## config.mk

```make
export PLATFORM = sky130hd
export DESIGN_NAME = dcache_lookup
export DESIGN_NICKNAME = d
export VERILOG_FILES = /design/src/logic/dcache_pkg.sv /design/src/logic/dcache_lookup.sv
export SDC_FILE = /design/constraint.sdc
export NUM_CORES = 1
export LEC_CHECK = 0
export ABC_AREA = 1
export BUFFER_PORTS_ARGS = -buffer_cell sky130_fd_sc_hd__buf_2
export CAP_MARGIN = 15
export CORE_AREA = 8 8 514 516
export DETAILED_ROUTE_END_ITERATION = 10
export DIE_AREA = 0 0 522 524
export SETUP_SLACK_MARGIN = 0.02
export SLEW_MARGIN = 20
export SYNTH_ARGS = -nofsm -noshare
export SYNTH_HDL_FRONTEND = slang
export SYNTH_SLANG_ARGS = --single-unit
```

## constraint.sdc

```tcl
create_clock -name clk -period 7.75 [get_ports clk]
set_input_delay 0.3875 -clock clk [delete_from_list [all_inputs] [get_ports clk]]
set_output_delay 0.3875 -clock clk [all_outputs]
set_load 0.02 [all_outputs]
```

## src/logic/dcache_pkg.sv

```systemverilog
package dcache_pkg;

    localparam int ADDR_W = 32;
    localparam int OFFSET_W = 5;
    localparam int LINE_WORDS = 8;
    localparam int NUM_WAYS = 2;
    localparam int STRB_W = ADDR_W / 8;
    localparam int WORD_SEL_W = $clog2(LINE_WORDS);
    localparam int BYTE_OFF_W = OFFSET_W - WORD_SEL_W;
    localparam int SET_ADDR_W = ADDR_W - OFFSET_W;  // widest possible index or tag

    typedef enum logic {
        OP_READ,
        OP_WRITE
    } cache_op_e;

    typedef enum logic [1:0] {
        ST_IDLE,
        ST_WRITEBACK,
        ST_REFILL,
        ST_FILL
    } miss_state_e;

    typedef logic [LINE_WORDS-1:0][ADDR_W-1:0] cache_line_t;  // word 0 in low bits

    typedef struct packed {
        cache_op_e op;
        logic [ADDR_W-1:0] addr;
        logic [ADDR_W-1:0] wdata;
        logic [STRB_W-1:0] strb;
    } cache_req_t;

    typedef struct packed {
        logic [ADDR_W-1:0] addr;  // line aligned
        cache_line_t line;
    } mem_req_t;

    typedef struct packed {
        logic [NUM_WAYS-1:0][LINE_WORDS-1:0] word_en;
        logic [NUM_WAYS-1:0] tag_we;
        logic [SET_ADDR_W-1:0] index;
        logic [SET_ADDR_W-1:0] tag;
        cache_line_t line;
    } array_wr_t;

endpackage

```

## src/logic/dcache_lookup.sv

```systemverilog
`timescale 1ns/1ps

module dcache_lookup #(
    parameter int NUM_SETS = 128,
    localparam int INDEX_W = $clog2(NUM_SETS),
    localparam int TAG_W = dcache_pkg::ADDR_W - dcache_pkg::OFFSET_W - INDEX_W
) (
    input  logic clk,
    input  logic reset,
    input  logic req_valid_i,
    input  dcache_pkg::cache_req_t req_i,
    output logic req_ready_o,
    input  logic busy_i,
    input  logic victim_way_i,
    input  logic fill_valid_i,
    input  dcache_pkg::cache_line_t fill_line_i,
    output logic [INDEX_W-1:0] rd_index_o,
    input  logic [dcache_pkg::NUM_WAYS-1:0][TAG_W-1:0] tag_i,
    input  logic [dcache_pkg::NUM_WAYS-1:0] valid_i,
    input  dcache_pkg::cache_line_t [dcache_pkg::NUM_WAYS-1:0] line_i,
    output dcache_pkg::array_wr_t wr_o,
    output logic stage_valid_o,
    output dcache_pkg::cache_req_t stage_req_o,
    output logic hit_o,
    output logic hit_way_o,
    output logic resp_valid_o,
    output logic [dcache_pkg::ADDR_W-1:0] resp_rdata_o
);
    import dcache_pkg::*;

    logic stage_valid_q;
    cache_req_t stage_q;
    logic accept;
    logic [NUM_WAYS-1:0] way_hit;
    logic hit;
    logic hit_way;
    logic miss;
    logic hold;
    logic store_hit;
    logic [INDEX_W-1:0] stage_index;
    logic [TAG_W-1:0] stage_tag;
    logic [WORD_SEL_W-1:0] word_sel;
    cache_line_t base_line;
    cache_line_t merged_line;

    function automatic logic [ADDR_W-1:0] merge_word(input logic [ADDR_W-1:0] old_word,
                                                     input logic [ADDR_W-1:0] new_word,
                                                     input logic [STRB_W-1:0] strb);
        logic [ADDR_W-1:0] result;
        result = old_word;
        for (int i = 0; i < STRB_W; i++) begin
            if (strb[i]) begin
                result[8*i +: 8] = new_word[8*i +: 8];
            end
        end
        return result;
    endfunction

    assign stage_index = stage_q.addr[OFFSET_W +: INDEX_W];
    assign stage_tag = stage_q.addr[ADDR_W-1 -: TAG_W];
    assign word_sel = stage_q.addr[BYTE_OFF_W +: WORD_SEL_W];

    for (genvar w = 0; w < NUM_WAYS; w++) begin : g_cmp
        assign way_hit[w] = valid_i[w] && (tag_i[w] == stage_tag);
    end

    assign hit = stage_valid_q && |way_hit;
    assign hit_way = way_hit[1];
    assign miss = stage_valid_q && !hit && !busy_i;
    assign hold = busy_i || miss;  // stall from the miss cycle on
    assign req_ready_o = !hold;
    assign accept = req_valid_i && req_ready_o;
    assign rd_index_o = hold ? stage_index : req_i.addr[OFFSET_W +: INDEX_W];
    assign store_hit = hit && !busy_i && (stage_q.op == OP_WRITE);

    always_ff @(posedge clk) begin
        if (reset) begin
            stage_valid_q <= 1'b0;
        end else if (accept) begin
            stage_valid_q <= 1'b1;
        end else if (fill_valid_i || !hold) begin
            stage_valid_q <= 1'b0;  // retired by hit or fill
        end
    end

    always_ff @(posedge clk) begin
        if (accept) begin
            stage_q <= req_i;
        end
    end

    assign base_line = fill_valid_i ? fill_line_i : line_i[hit_way];

    always_comb begin
        merged_line = base_line;
        if (stage_q.op == OP_WRITE) begin
            merged_line[word_sel] = merge_word(base_line[word_sel], stage_q.wdata, stage_q.strb);
        end
    end

    always_comb begin
        wr_o = '0;
        wr_o.index = SET_ADDR_W'(stage_index);
        wr_o.tag = SET_ADDR_W'(stage_tag);
        wr_o.line = merged_line;
        if (fill_valid_i) begin
            wr_o.word_en[victim_way_i] = '1;
            wr_o.tag_we[victim_way_i] = 1'b1;
        end else if (store_hit) begin
            wr_o.word_en[hit_way][word_sel] = 1'b1;
        end
    end

    assign resp_valid_o = fill_valid_i || (hit && !busy_i);
    assign resp_rdata_o = base_line[word_sel];

    assign stage_valid_o = stage_valid_q;
    assign stage_req_o = stage_q;
    assign hit_o = hit;
    assign hit_way_o = hit_way;

endmodule

```

After elaboration in Yosys (flattened, before gate mapping) --
Index checks and enable logic that the tools add are counted.
Word-level totals: register bits 70, latch bits 0, memory bits (writable) 0, ROM bits 0, input port bits 885, logic and storage cells 63, memories kept 0
Cells by class: add/subtract/negate cells 0, multiply operators 0, divide/modulo/power cells 0, order comparisons 6, eq/ne operators 2, shifts and indexed selects 0, mux-type cells 31, bitwise logic cells 0, reduce and logical (&&, ||, !) cells 19
Operators with widths (count):
- 2-to-1 mux 256 bit | 4
- bitwise mux 256 bit | 1
- binary-select mux 32 bit (select 3 bit) | 1
- demux 32 bit (select 3 bit) | 1
- 2-to-1 mux 8 bit | 10
- 2-to-1 mux 32 bit | 2
- == test 20 bit | 2
- 2-to-1 mux 16 bit | 2
- demux 8 bit (select 1 bit) | 2
- logical AND 1 bit | 11
- 2-to-1 mux 7 bit | 1
- less-than comparator 1 x 2 -> 1 bit, second input constant | 2
- less-than comparator 3 x 4 -> 1 bit, second input constant | 1
- 2-to-1 mux 1 bit | 4
- demux 1 bit (select 3 bit) | 1
- greater-or-equal comparator 3 x 1 -> 1 bit, second input constant | 1
- zero test 1 bit | 3
- logical OR 1 bit | 3
- greater-or-equal comparator 1 bit, second input constant | 2
- 2-to-1 mux 2 bit | 1
- nonzero test 2 bit | 1
- OR reduction 2 bit | 1
- demux 1 bit (select 1 bit) | 1

Longest topological paths before layout --
depth after elaboration 12, mapped depth 19

Least setup slack after synthesis --
No wires, ideal clock.
path type register to register, start point register stage_q, in the netlist stage_req_o[64], end point register stage_q, in the netlist stage_req_o[0], enable pin, data arrival time 3.132 ns, required time 7.327 ns, path slack 4.195 ns, stages on the path, launching flop included 15, clock period less this slack 3.555 ns, path through edfxtp_1 -> nand2_1 -> nand2_1 -> nor2_1 -> nand2_1 -> nor2_2 -> nand3_1 -> buf_4 -> buf_6 -> buf_6 -> nand2_1 -> inv_2 -> nand2_1 -> nand3_1 -> inv_1
On the way: cells in the longest elaborated chain, start to end 10
Ends and longest elaborated chain:
- from (decl) | line dcache_lookup.sv:32 | cache_req_t stage_q;
- from (signal assigned) | line dcache_lookup.sv:88 | stage_q <= req_i;
- == test 20 bit | line dcache_lookup.sv:64 | assign way_hit[w] = valid_i[w] && (tag_i[w] == stage_tag);
- logical AND 1 bit | line dcache_lookup.sv:64
- OR reduction 2 bit (*) | line dcache_lookup.sv:67 | assign hit = stage_valid_q && |way_hit;
- logical AND 1 bit (*) | line dcache_lookup.sv:67
- zero test 1 bit (*) | line dcache_lookup.sv:69 | assign miss = stage_valid_q && !hit && !busy_i;
- logical AND 1 bit (*) (2 in a row) | line dcache_lookup.sv:69
- logical OR 1 bit (*) | line dcache_lookup.sv:70 | assign hold = busy_i || miss;
- zero test 1 bit (*) | line dcache_lookup.sv:71 | assign req_ready_o = !hold;
- logical AND 1 bit (*) | line dcache_lookup.sv:72 | assign accept = req_valid_i && req_ready_o;
- net accept | line dcache_lookup.sv:33 | logic accept;
Mark *: on every way through the listed nets, which the timed path passes. The rest lies on a longest branch. A chain may end at the register's enable or synchronous reset.

==> results.md <==
* CP cell instances: inv_1 -> nand2_1 -> nand2_1 -> nor2_1 -> nand2_1 -> nor2_4 -> buf_12 -> buf_4 -> nand4_1 -> nand3_1 -> nand2_1 -> nand2_1 -> nand2_1 -> nor2_1 -> nand3_2 -> nand3_1 -> nand2_1 -> buf_2
* CP peak stage delay at ~720 ps
* I/O pins at approximately 1,300
* Final setup fails at 0
* CTS clk-pin slew, worst paths at about 140 ps
* Share of the synthesized area in the top cell type at between 30% and 40%
* Post-synthesis sequential element count at 70
* Syn Inst Count at 3,723
* Pre-CTS setup slack at roughly 1900 ps
* Vias at approximately 31,000
* Outcome: complete, no violations
* Max VDD drop at approximately 0.00011 V
* Initial Utilization at 6.90%
* DRT iter0 DRCs at 3,266
* Setup ws final at between 1000 and 1500 ps
* Lkg Pwr at approximately 17 nW
* Global Route met2 Usage at roughly 36%
* GPL Wtd Cong at 0.909
* Fin crit period at roughly 6300 ps
* Multi-input combinational cell area at between 10,000 and 15,000 um^2
* RSZ-0062 raised after global routing: no
* Synth Cell Area at 17,600 um^2
* Final period util at between 80% and 90%
* Routed WL per cell at 38.8 um
* TritonCTS Sinks at 70
* Hold crit path type: input pin to flop
* GRT busiest layer: met2
* Min Hold Slack at approximately 68 ps
* CP endpoint kind: output pin
* Die area at 274,000 um^2
* Std cell rows at between 150 and 200
* Drt drc at 0
* Core footprint at approximately 260,000 um^2
* Slew @ Worst Pin at 1190 ps
* Power per cell area at 103 nW/um^2
* Nets@finish at about 5,700
* GRT overflow at 0
* Top cell by count, worst path: nand2_1
* CP max FO at 38
* Vias/cell at around 3.7
* Worst-Skew Late Latency at around 490 ps
* Total CTS buffers at 9
* Fin Setup TNS at 0 ps
* Fmax at 159 MHz
* Critical path class: flop to output pin
* Slew HR at ~21%
* HPWL after DPL at around 280,000 um
* Area grow syn2layout at 60.8%
* Max-Cap Viols at 0
* Yosys cell types at 32
* Synth area leader: nand2_1
* CTS tree: yes
* Port bufs at around 1,300
* Largest net degree at the start of global routing at 100
* Final Hold Viols at 0
* CP arrival at ~6000 ps
* Yosys warning total at 0
* Critical Path RT at ~7400 ps
* Layout cells sized above 1 at about 31%
* Global Route Usage Sum at 22.4%
* Final Max Tran Viols at 0
* Critical-path top delay cell: nand3_2
* Root Buffer: clkbuf_16
* Final core occ at between 10 and 15%
* First-pass GRT wire length at roughly 380,000 um
* Vias in the first global route at 29,394
* Startpoint Class: flop
* GR Layer Usage met3 at a little over 10%
* Max clock buf depth at 2
* DIE WIDTH at about 520 um
* Cts repair resizes at 0
* CTS H-tree depth at 3
* Met1 Usage GRT at between 20% and 30%
* Antenna Violating Nets Remaining at 0
* Post-CTS setup buffer count at 0
* Storage cell area at around 2100 um^2
* Synth Area per Inst at roughly 4.7 um^2
* Number of fill cells at 30,768
* Final wirelength at approximately 320,000 um
* Area contributors post-synth: nand2_1, nand3_1, edfxtp_1
* Initial antenna violation count at 301
* Post-synthesis sequential area ratio at 11.9%
* First drt pass iteration count at 7
* Die Ht at roughly 520 um
* Final Skew at approximately 59 ps
per-layer routing:
layer	share of wire (%)	wire [um]	up-vias
li1	-	-	13653
met1	39	125000	14475
met2	44	142000	2270
met3	12	39100	576
met4	4.8	15600	158
met5	0.31	990	-
logic make-up after synthesis:
family                 Yosys count  share of synthesized area, %
AND/OR/NAND/NOR               2722                          65.5
buffers and inverters          861                          20.3
flip-flops                      70                          11.9
AO/OA/AOI/OAI                   59                          1.80
XOR/XNOR                        10                         0.497
other                            1                        0.0213
path summary, 6_finish.rpt:
path,startpoint,to,slack (ps),cells past startpoint
worst max-delay path,stage_req_o[58]$_DFFE_PP_,wr_o[84],1450,18
worst max register to register,stage_req_o[61]$_DFFE_PP_,stage_req_o[8]$_DFFE_PP_,3500,14
worst min register to register,stage_valid_o$_SDFFE_PP0P_,stage_valid_o$_SDFFE_PP0P_,520,2
worst min-delay path,req_i[33],stage_req_o[33]$_DFFE_PP_,70,1
sequential cells by signal, summed over array words and instances, names as in the netlist:
name / flops
stage_valid_o: 1
stage_req_o: 69
critical path: cells and delay by family (launching register included):
family	cells	cell delay [ps]
and+or+nand+nor	14	3630
buffers and inverters	4	1130
DFF	1	520
repair_timing:
action                                  4_1_cts  5_1_grt
hold buffers                                  2        0
endpoints found under the hold margin         2        0
endpoints found under the setup margin        0        0
where the power goes:
group,internal (mW),switching (mW)
registers,0.437,0.0259
logic,0.472,1.49
clock network,0.220,0.293
total,1.13,1.81
cell type report:
type | count | area share (%)
clock inverter | 6 | 0.168
sequential | 70 | 7.38
tap | 3384 | 14.9
clock buffer | 10 | 0.807
inverter | 549 | 7.31
antenna | 91 | 0.803
timing repair buffer | 1382 | 25.6
multi-input combinational | 2818 | 43.0
through the flow:
step                      instances  total power, mW  area [um^2]
after floorplan                3749             1.21        17700
after global placement         8200             2.47        27800
after detailed placement       8200             2.46        27800
after CTS                      8218             3.02        28100
after global routing           8257             3.09        28200
final                          8310             2.93        28400
cell usage in the layout (no fill, tap or decap), types with 9 or more instances in the layout:
cell,synthesis,final
buf_12,0,10
buf_2,56,1297
buf_4,64,71
clkbuf_16,0,9
conb_1,1,27
diode_2,0,91
edfxtp_1,69,69
inv_1,540,531
inv_2,8,15
nand2_1,1867,1867
nand3_1,488,487
nand3_2,33,33
nand4_1,160,160
nor2_1,124,116
nor2_4,1,11
o21ai_1,43,42
or2_2,33,33
Yosys cell counts, drive strengths merged:
cell type	number
xnor2	6
or2	36
nand3	521
a21oi	1
nor2	128
o22ai	1
nand2	1867
edfxtp	69
nor4	2
dfxtp	1
nand4	160
o21ai	51
o2111ai	3
xor2	4
buf	170
a22o	1
o221ai	1
a21boi	1
clkbuf	142
inv	548
nor3	8
clkinv	1
conb	1
(Power assumes the default switching activity.)
