`src/logic/dcache_pkg.sv`:
```
package dcache_pkg;

    localparam int ADDR_W = 32;
    localparam int OFFSET_W = 5;
    localparam int LINE_WORDS = 8;
    localparam int NUM_WAYS = 2;
    localparam int STRB_W = ADDR_W / 8;
    localparam int WORD_SEL_W = $clog2(LINE_WORDS);
    localparam int BYTE_OFF_W = OFFSET_W - WORD_SEL_W;
    localparam int SET_ADDR_W = ADDR_W - OFFSET_W;  // widest possible index or tag

    typedef enum logic {
        OP_READ,
        OP_WRITE
    } cache_op_e;

    typedef enum logic [1:0] {
        ST_IDLE,
        ST_WRITEBACK,
        ST_REFILL,
        ST_FILL
    } miss_state_e;

    typedef logic [LINE_WORDS-1:0][ADDR_W-1:0] cache_line_t;  // word 0 in low bits

    typedef struct packed {
        cache_op_e op;
        logic [ADDR_W-1:0] addr;
        logic [ADDR_W-1:0] wdata;
        logic [STRB_W-1:0] strb;
    } cache_req_t;

    typedef struct packed {
        logic [ADDR_W-1:0] addr;  // line aligned
        cache_line_t line;
    } mem_req_t;

    typedef struct packed {
        logic [NUM_WAYS-1:0][LINE_WORDS-1:0] word_en;
        logic [NUM_WAYS-1:0] tag_we;
        logic [SET_ADDR_W-1:0] index;
        logic [SET_ADDR_W-1:0] tag;
        cache_line_t line;
    } array_wr_t;

endpackage

```
`src/logic/dcache_miss_ctrl.sv`:
```
`timescale 1ns/1ps

module dcache_miss_ctrl #(
    parameter int NUM_SETS = 128,
    localparam int INDEX_W = $clog2(NUM_SETS),
    localparam int TAG_W = dcache_pkg::ADDR_W - dcache_pkg::OFFSET_W - INDEX_W
) (
    input  logic clk,
    input  logic reset,
    input  logic stage_valid_i,
    input  dcache_pkg::cache_req_t stage_req_i,
    input  logic hit_i,
    input  logic hit_way_i,
    input  logic [dcache_pkg::NUM_WAYS-1:0][TAG_W-1:0] tag_i,
    input  dcache_pkg::cache_line_t [dcache_pkg::NUM_WAYS-1:0] line_i,
    output logic busy_o,
    output logic victim_way_o,
    output logic fill_valid_o,
    output dcache_pkg::cache_line_t fill_line_o,
    output logic rd_req_o,
    output dcache_pkg::mem_req_t rd_o,
    input  logic mem_ret_valid_i,
    input  dcache_pkg::cache_line_t mem_ret_line_i,
    output logic wr_req_o,
    output dcache_pkg::mem_req_t wr_o,
    input  logic mem_wr_done_i
);
    import dcache_pkg::*;

    miss_state_e state_q;
    miss_state_e state_d;
    logic [NUM_SETS-1:0] lru_q;  // way to evict next
    logic [NUM_SETS-1:0][NUM_WAYS-1:0] dirty_q;
    logic [INDEX_W-1:0] index;
    logic is_write;
    logic miss;
    logic victim_dirty;
    cache_line_t fill_q;
    mem_req_t wb_q;

    assign index = stage_req_i.addr[OFFSET_W +: INDEX_W];
    assign is_write = stage_req_i.op == OP_WRITE;
    assign victim_way_o = lru_q[index];
    assign victim_dirty = dirty_q[index][victim_way_o];
    assign miss = (state_q == ST_IDLE) && stage_valid_i && !hit_i;

    always_comb begin
        state_d = state_q;
        case (state_q)
            ST_IDLE: begin
                if (miss) begin
                    state_d = victim_dirty ? ST_WRITEBACK : ST_REFILL;
                end
            end
            ST_WRITEBACK: begin
                if (mem_wr_done_i) begin
                    state_d = ST_REFILL;
                end
            end
            ST_REFILL: begin
                if (mem_ret_valid_i) begin
                    state_d = ST_FILL;
                end
            end
            default: state_d = ST_IDLE;  // fill lasts one cycle
        endcase
    end

    always_ff @(posedge clk) begin
        if (reset) begin
            state_q <= ST_IDLE;
        end else begin
            state_q <= state_d;
        end
    end

    always_ff @(posedge clk) begin
        if (reset) begin
            lru_q <= '0;
            dirty_q <= '0;
        end else if ((state_q == ST_IDLE) && stage_valid_i && hit_i) begin
            lru_q[index] <= !hit_way_i;
            if (is_write) begin
                dirty_q[index][hit_way_i] <= 1'b1;
            end
        end else if (state_q == ST_FILL) begin
            lru_q[index] <= !victim_way_o;
            dirty_q[index][victim_way_o] <= is_write;  // clean after a read refill
        end
    end

    // victim snapshot, taken while the arrays still show it
    always_ff @(posedge clk) begin
        if (miss) begin
            wb_q.addr <= {tag_i[victim_way_o], index, {OFFSET_W{1'b0}}};
            wb_q.line <= line_i[victim_way_o];
        end
    end

    always_ff @(posedge clk) begin
        if ((state_q == ST_REFILL) && mem_ret_valid_i) begin
            fill_q <= mem_ret_line_i;
        end
    end

    assign busy_o = state_q != ST_IDLE;
    assign fill_valid_o = state_q == ST_FILL;
    assign fill_line_o = fill_q;

    assign rd_req_o = state_q == ST_REFILL;
    assign rd_o.addr = {stage_req_i.addr[ADDR_W-1:OFFSET_W], {OFFSET_W{1'b0}}};
    assign rd_o.line = '0;  // address only

    assign wr_req_o = state_q == ST_WRITEBACK;
    assign wr_o = wb_q;

endmodule

```
`config.mk`:
```
export PLATFORM = sky130hd
export DESIGN_NAME = dcache_miss_ctrl
export DESIGN_NICKNAME = d
export VERILOG_FILES = /design/src/logic/dcache_pkg.sv /design/src/logic/dcache_miss_ctrl.sv
export SDC_FILE = /design/constraint.sdc
export NUM_CORES = 2
export LEC_CHECK = 0
export BUFFER_PORTS_ARGS = -buffer_cell sky130_fd_sc_hd__buf_4
export CORE_AREA = 2 2 671 673
export DETAILED_ROUTE_END_ITERATION = 10
export DIE_AREA = 0 0 673 675
export MAX_ROUTING_LAYER = met4
export PLACE_DENSITY = 0.3
export SETUP_SLACK_MARGIN = 0.15
export SLEW_MARGIN = 20
export SYNTH_ARGS = -nofsm -noshare
export SYNTH_HDL_FRONTEND = slang
export SYNTH_SLANG_ARGS = --single-unit
```
`constraint.sdc`:
```
create_clock -name clk -period 25.9 [get_ports clk]
set_input_delay 5.18 -clock clk [delete_from_list [all_inputs] [get_ports clk]]
set_output_delay 5.18 -clock clk [all_outputs]
set_load 0.02 [all_outputs]
```
### Yosys cells after proc, flatten, opt, wreduce, memory -nomap -nowiden

Index checks and enable logic that the tools add are counted.

| operators by class | value |
|---|---|
| $lt $le $gt $ge | 6 |
| eq/ne operators | 7 |
| muxes and demuxes | 33 |
| bitwise operators | 1 |
| reductions and logical operators | 15 |

Operator list:

| operator | count |
|---|---|
| 2-to-1 mux 256 bit | 5 |
| bitwise mux 128 bit | 2 |
| bitwise mux 256 bit | 1 |
| 2-to-1 mux 128 bit | 2 |
| bitwise OR 256 bit | 1 |
| 2-to-1 mux 20 bit | 2 |
| demux 2 bit (select 7 bit) | 2 |
| binary-select mux 2 bit (select 7 bit) | 1 |
| 2-to-1 mux 2 bit | 7 |
| < comparator 7 x 8 -> 1 bit (second input constant) | 1 |
| binary-select mux 1 bit (select 7 bit) | 1 |
| demux 1 bit (select 7 bit) | 1 |
| greater-or-equal comparator 7 x 1 -> 1 bit (second input constant) | 1 |
| logical AND 1 bit | 7 |
| 2-to-1 mux 1 bit | 6 |
| case mux 2 bit (3 select lines) | 1 |
| equality test 2 bit (second input constant) | 2 |
| < comparator 1 x 2 -> 1 bit (second input constant) | 2 |
| != test 2 x 1 -> 1 bit (second input constant) | 2 |
| != test 2 bit (second input constant) | 2 |
| nonzero test 2 bit | 2 |
| zero test 1 bit | 3 |
| AND reduction 3 bit | 1 |
| demux 1 bit (select 1 bit) | 2 |
| 4 further kinds | 5 |

| word-level totals | value |
|---|---|
| bits in registers | 925 |

### Depth between registers and ports, before layout

| logic depth | value |
|---|---|
| word-level depth | 11 |
| gate-level depth with buffers | 15 |
| depth with buffers taken out | 8 |

### Worst setup path before layout

Ideal clock, no wire load.

| timing path | value |
|---|---|
| path type | input port to flip-flop |
| start | input port stage_valid_i |
| end | register state_q[1] |
| setup time | 0.117 ns |
| arrival time | 19.355 ns |
| data required time | 25.783 ns |
| path slack | 6.428 ns |
| cell stages on the path | 5 |
| cells stage by stage | nand2_1 nor2_1 o221a_2 o21ai_0 a32o_1 |

| between the ends | value |
|---|---|
| cells in the longest elaborated chain, start to end | 4 |

Ends and longest elaborated chain:

| element | RTL line | source |
|---|---|---|
| start: declaration | dcache_miss_ctrl.sv:10 | `input logic stage_valid_i,` |
| logical AND 1 bit (2 in series) | dcache_miss_ctrl.sv:45 | `assign miss = (state_q == ST_IDLE) && stage_valid_i && !hit_i;` |
| via miss | dcache_miss_ctrl.sv:36 | `logic miss;` |
| != test 2 bit (no source line) | - |  |
| AND reduction 3 bit (no source line) | - |  |
| end signal: assignment | dcache_miss_ctrl.sv:73 | `state_q <= state_d;` |
| end: declaration | dcache_miss_ctrl.sv:30 | `miss_state_e state_q;` |

The timed path passes the listed nets, and every way through them passes these cells.
A chain may end at the register's enable or synchronous reset.

### Worst setup path after layout

| timing path | value |
|---|---|
| start | input port stage_req_i[41] in the netlist's numbering |
| end | output port victim_way_o |

| between the ends | value |
|---|---|
| cells in the longest elaborated chain, start to end | 2 |

Ends and longest elaborated chain:

| element | RTL line | source |
|---|---|---|
| start: declaration | dcache_miss_ctrl.sv:11 | `input dcache_pkg::cache_req_t stage_req_i,` |
| binary-select mux 1 bit (select 7 bit) | dcache_miss_ctrl.sv:43 | `assign victim_way_o = lru_q[index];` |
| 2-to-1 mux 1 bit (implied by the code) | dcache_miss_ctrl.sv:43 |  |
| end: declaration | dcache_miss_ctrl.sv:17 | `output logic victim_way_o,` |

Every way passes these cells. The select of a mux whose other input is x is not followed.

==> summary.md <==
| Metric | Value |
|---|---|
| Status | finished clean |
| GRT Total Usage | 0.170 |
| Peak Freq | 0.0690 GHz |
| CP Class | in2out |
| CP delay by family, top | simple AND/OR/NAND/NOR gates |
| First-pass GRT wire length | 470 mm |
| Critical path buffer and inverter count | 4 |
| Worst-case clock buffer depth | 4 |
| R2r startpoint | lru_q[44] |
| Pwr dens | 81.9 nW/um^2 |
| Setup_tns | 0 ns |
| CP max stage cell | nor4_1 |
| Largest net degree at the start of global routing | approximately 160 |
| Most frequent cells in the layout | buf_4, edfxtp_1, a211oi_1, dfxtp_1, mux2_2 |
| Hold Vio Cnt, Final | 0 |
| Distinct cells, synth | 60 |
| DR vias | about 36,000 |
| 1st-pass router iterations | 5 |
| Internal power | 3.25 mW |
| Top Ports | about 1,700 |
| Least-Margin Pin Slew | 1.13 ns |
| CTS tree | built |
| Min-Delay Startpoint | dirty_q[78] |
| CP Launch Type | input port |
| Chip width | approximately 670 um |
| Gates resized, CTS repair | 0 |
| Register area share after synthesis | 0.584 |
| Fin crit share | 0.559 |
| Critical Path Max Stage Delay | about 0.85 ns |
| NumNets Final | around 5,400 |
| Sw Pwr | 1.82 mW |
| Comb pwr share | 0.221 |
| Die ar. | about 450,000 um^2 |
| CP Cell Sequence | buf_4 -> buf_4 -> buf_4 -> nor2b_4 -> a221oi_1 -> o221ai_1 -> a21oi_1 -> nor4_1 -> or2_4 -> buf_4 |
| Mapped Cells | 3,242 |
| CTS Buf Count | 140 |
| Initial DRC Count | 2,753 |
| Area of the multi-input gates | 14,700 um^2 |
| CTS clk-pin slew, worst paths | 0.06 ns |
| Fin util | 0.138 |
| Starting Density | 0.0916 |
| Final routed DRC violation total | 0 |
| Max VDD drop | 0.0000424 V |
| Vias in the first global route | around 34,000 |
| Fillers | 50,400 |
| Top cell by count, worst path | buf_4 |
| Worst setup path start | stage_req_i[41] |
| Sequential cell area | 23,900 um^2 |
| Port Buf Inserts | 1,373 |
| Routed Antenna Nets | 0 |
| Vias per cell | roughly 3.3 |
| Fin crit period | around 14 ns |
| Area growth syn-to-layout | 50.9% |
| Flops & latches, synth | 925 |
| # setup viols final | 0 |
| Area of the mapped netlist | 41,000 um^2 |
| Core Box Area | about 450,000 um^2 |
| Num rows | 246 |
| Post-synthesis async set-or-reset flop share | 0 |
| R2R Setup Slk | 20.20 ns |
| Post-CTS Setup Bufs | 0 |
| P_leak | approximately 21 nW |
| Worst EP required | 20.72 ns |
| Clk sinks | 925 |
| Drt total wl | 394 mm |
| Tightest Hold Check Type | reg2reg |
| Worst Clk Skew | 0.106 ns |
| Root Buffer | clkbuf_16 |
| H-tree levels | 4 |
| Sw frac | 0.359 |
| Most common cell after layout, fill and taps aside | buf_4 |
| Avg Cell Area, Syn | 12.6 um^2 |
| Chip height | 675 um |
| Headroom to the max-slew limit | 0.247 |
| Part of the power in the clock network | 0.397 |
| Initial antenna violation count | 173 |
| Fin. max-slew vios | 0 |
| Main flop type after synthesis | edfxtp_1 |
| Post-synth EDFFs | roughly 540 |
| WL per Instance | 36.9 um |
| Latest clock arrival within the worst-skew pair | 0.88 ns |
| Max FO, Critical Path | 29 |
| Share of layout cells above drive strength 1 | 0.442 |
| # Max-Cap Violations | 0 |
| Remaining Overflow, GRT | 0 |
| RSZ-0062 raised after global routing | no |
| CTS Hold Buffers Added | 0 |
| HPWL Detailed | approximately 320 mm |
| WP data arrival | 9.30 ns |
| Syn. warnings | 0 |
| Reg power frac | 0.381 |
| Critical path capture point type | output pin |
| Global placer's final weighted congestion | 0.992 |
## kinds of logic (layout without fill, tap and decap cells)
kind of cell / after synthesis / count (layout) / share of synthesized area
other cells: 1 / 386 / 0.0000916
mux: 342 / 342 / 0.102
flops: 925 / 925 / 0.584
buf+inv: 596 / 1700 / 0.0858
simple gates: 294 / 294 / 0.0316
fa+ha+maj: 4 / 4 / 0.00122
compound gates: 1080 / 1080 / 0.195
## cells in the mapped netlist, types with 8 or more instances
cell,count,area share
mux4_2,31,0.017
buf_1,14,0.0013
nor2_1,163,0.015
o21ai_0,16,0.0020
and3_1,8,0.0012
a311oi_1,129,0.028
a2111oi_2,30,0.011
nor2b_1,11,0.0017
a21oi_1,279,0.034
nor4_1,8,0.0012
a211oi_1,389,0.071
edfxtp_1,539,0.40
mux2_2,300,0.082
a22oi_1,23,0.0042
nand3_1,15,0.0018
nor3_1,11,0.0013
a2111oi_0,100,0.021
clkbuf_1,173,0.016
a221oi_1,62,0.013
inv_1,15,0.0014
buf_2,90,0.011
buf_4,298,0.055
dfxtp_1,386,0.19
mux2i_1,11,0.0027
nand2_1,51,0.0047
## final timing paths
check	to	cells after the start
max	victim_way_o	10
min reg2reg	dirty_q[78]	2
min	dirty_q[78]	2
max reg2reg	wr_o[285]	10
## registers in the layout, indices dropped and copies added (netlist names)
register,count
wr_o,283
lru_q,128
dirty_q,256
state_q,2
fill_line_o,256
## layer usage
| metal | GRT usage | wire length, um | vias up |
|---|---|---|---|
| met5 | - | 0 | - |
| met1 | 0.175 | 141000 | 18300 |
| met3 | 0.0354 | 23600 | 532 |
| met4 | 0.0735 | 22000 | 0 |
| li1 | - | - | 15000 |
| met2 | 0.312 | 208000 | 1809 |
## per-stage QoR
stage	hold slack, ns	power (mW)	area, um^2	std cells	setup slack, ns
floorplan	0.490	2.32	42000	3507	6.43
global placement	0.502	3.11	56900	10300	11.30
detailed placement	0.509	3.10	56900	10300	11.30
CTS	0.517	5.17	61500	10600	11.29
global route	0.532	5.22	61800	10700	11.20
finish	0.517	5.06	61800	10700	11.42
## layout make-up
| class | instances | share of cell area |
|---|---|---|
| Multi-Input combinational cell | 1986 | 0.237 |
| Tap cell | 5952 | 0.120 |
| Sequential cell | 925 | 0.387 |
| Clock buffer | 186 | 0.0636 |
| Timing Repair Buffer | 1435 | 0.175 |
| Inverter | 15 | 0.000911 |
| Clock inverter | 64 | 0.0112 |
| Antenna cell | 120 | 0.00486 |
## power groups by stage
stage               sequential [mW]  clock (mW)  combinational [mW]
floorplan                      2.01           0               0.314
global placement               1.96           0                1.14
detailed placement             1.96           0                1.14
CTS                            1.93        2.10                1.15
global route                   1.94        2.13                1.16
finish                         1.93        2.01                1.12
## worst reg2reg max path, delay by kind of cell, from the launching register on
family                 cells  cell delay (ns)
flip-flops                 1             0.33
AND/OR/NAND/NOR            3             1.22
multiplexers               2             0.86
AO/OA/AOI/OAI              2             0.51
buffers and inverters      3             2.43
No activity file was read; power rests on OpenSTA's default activity.
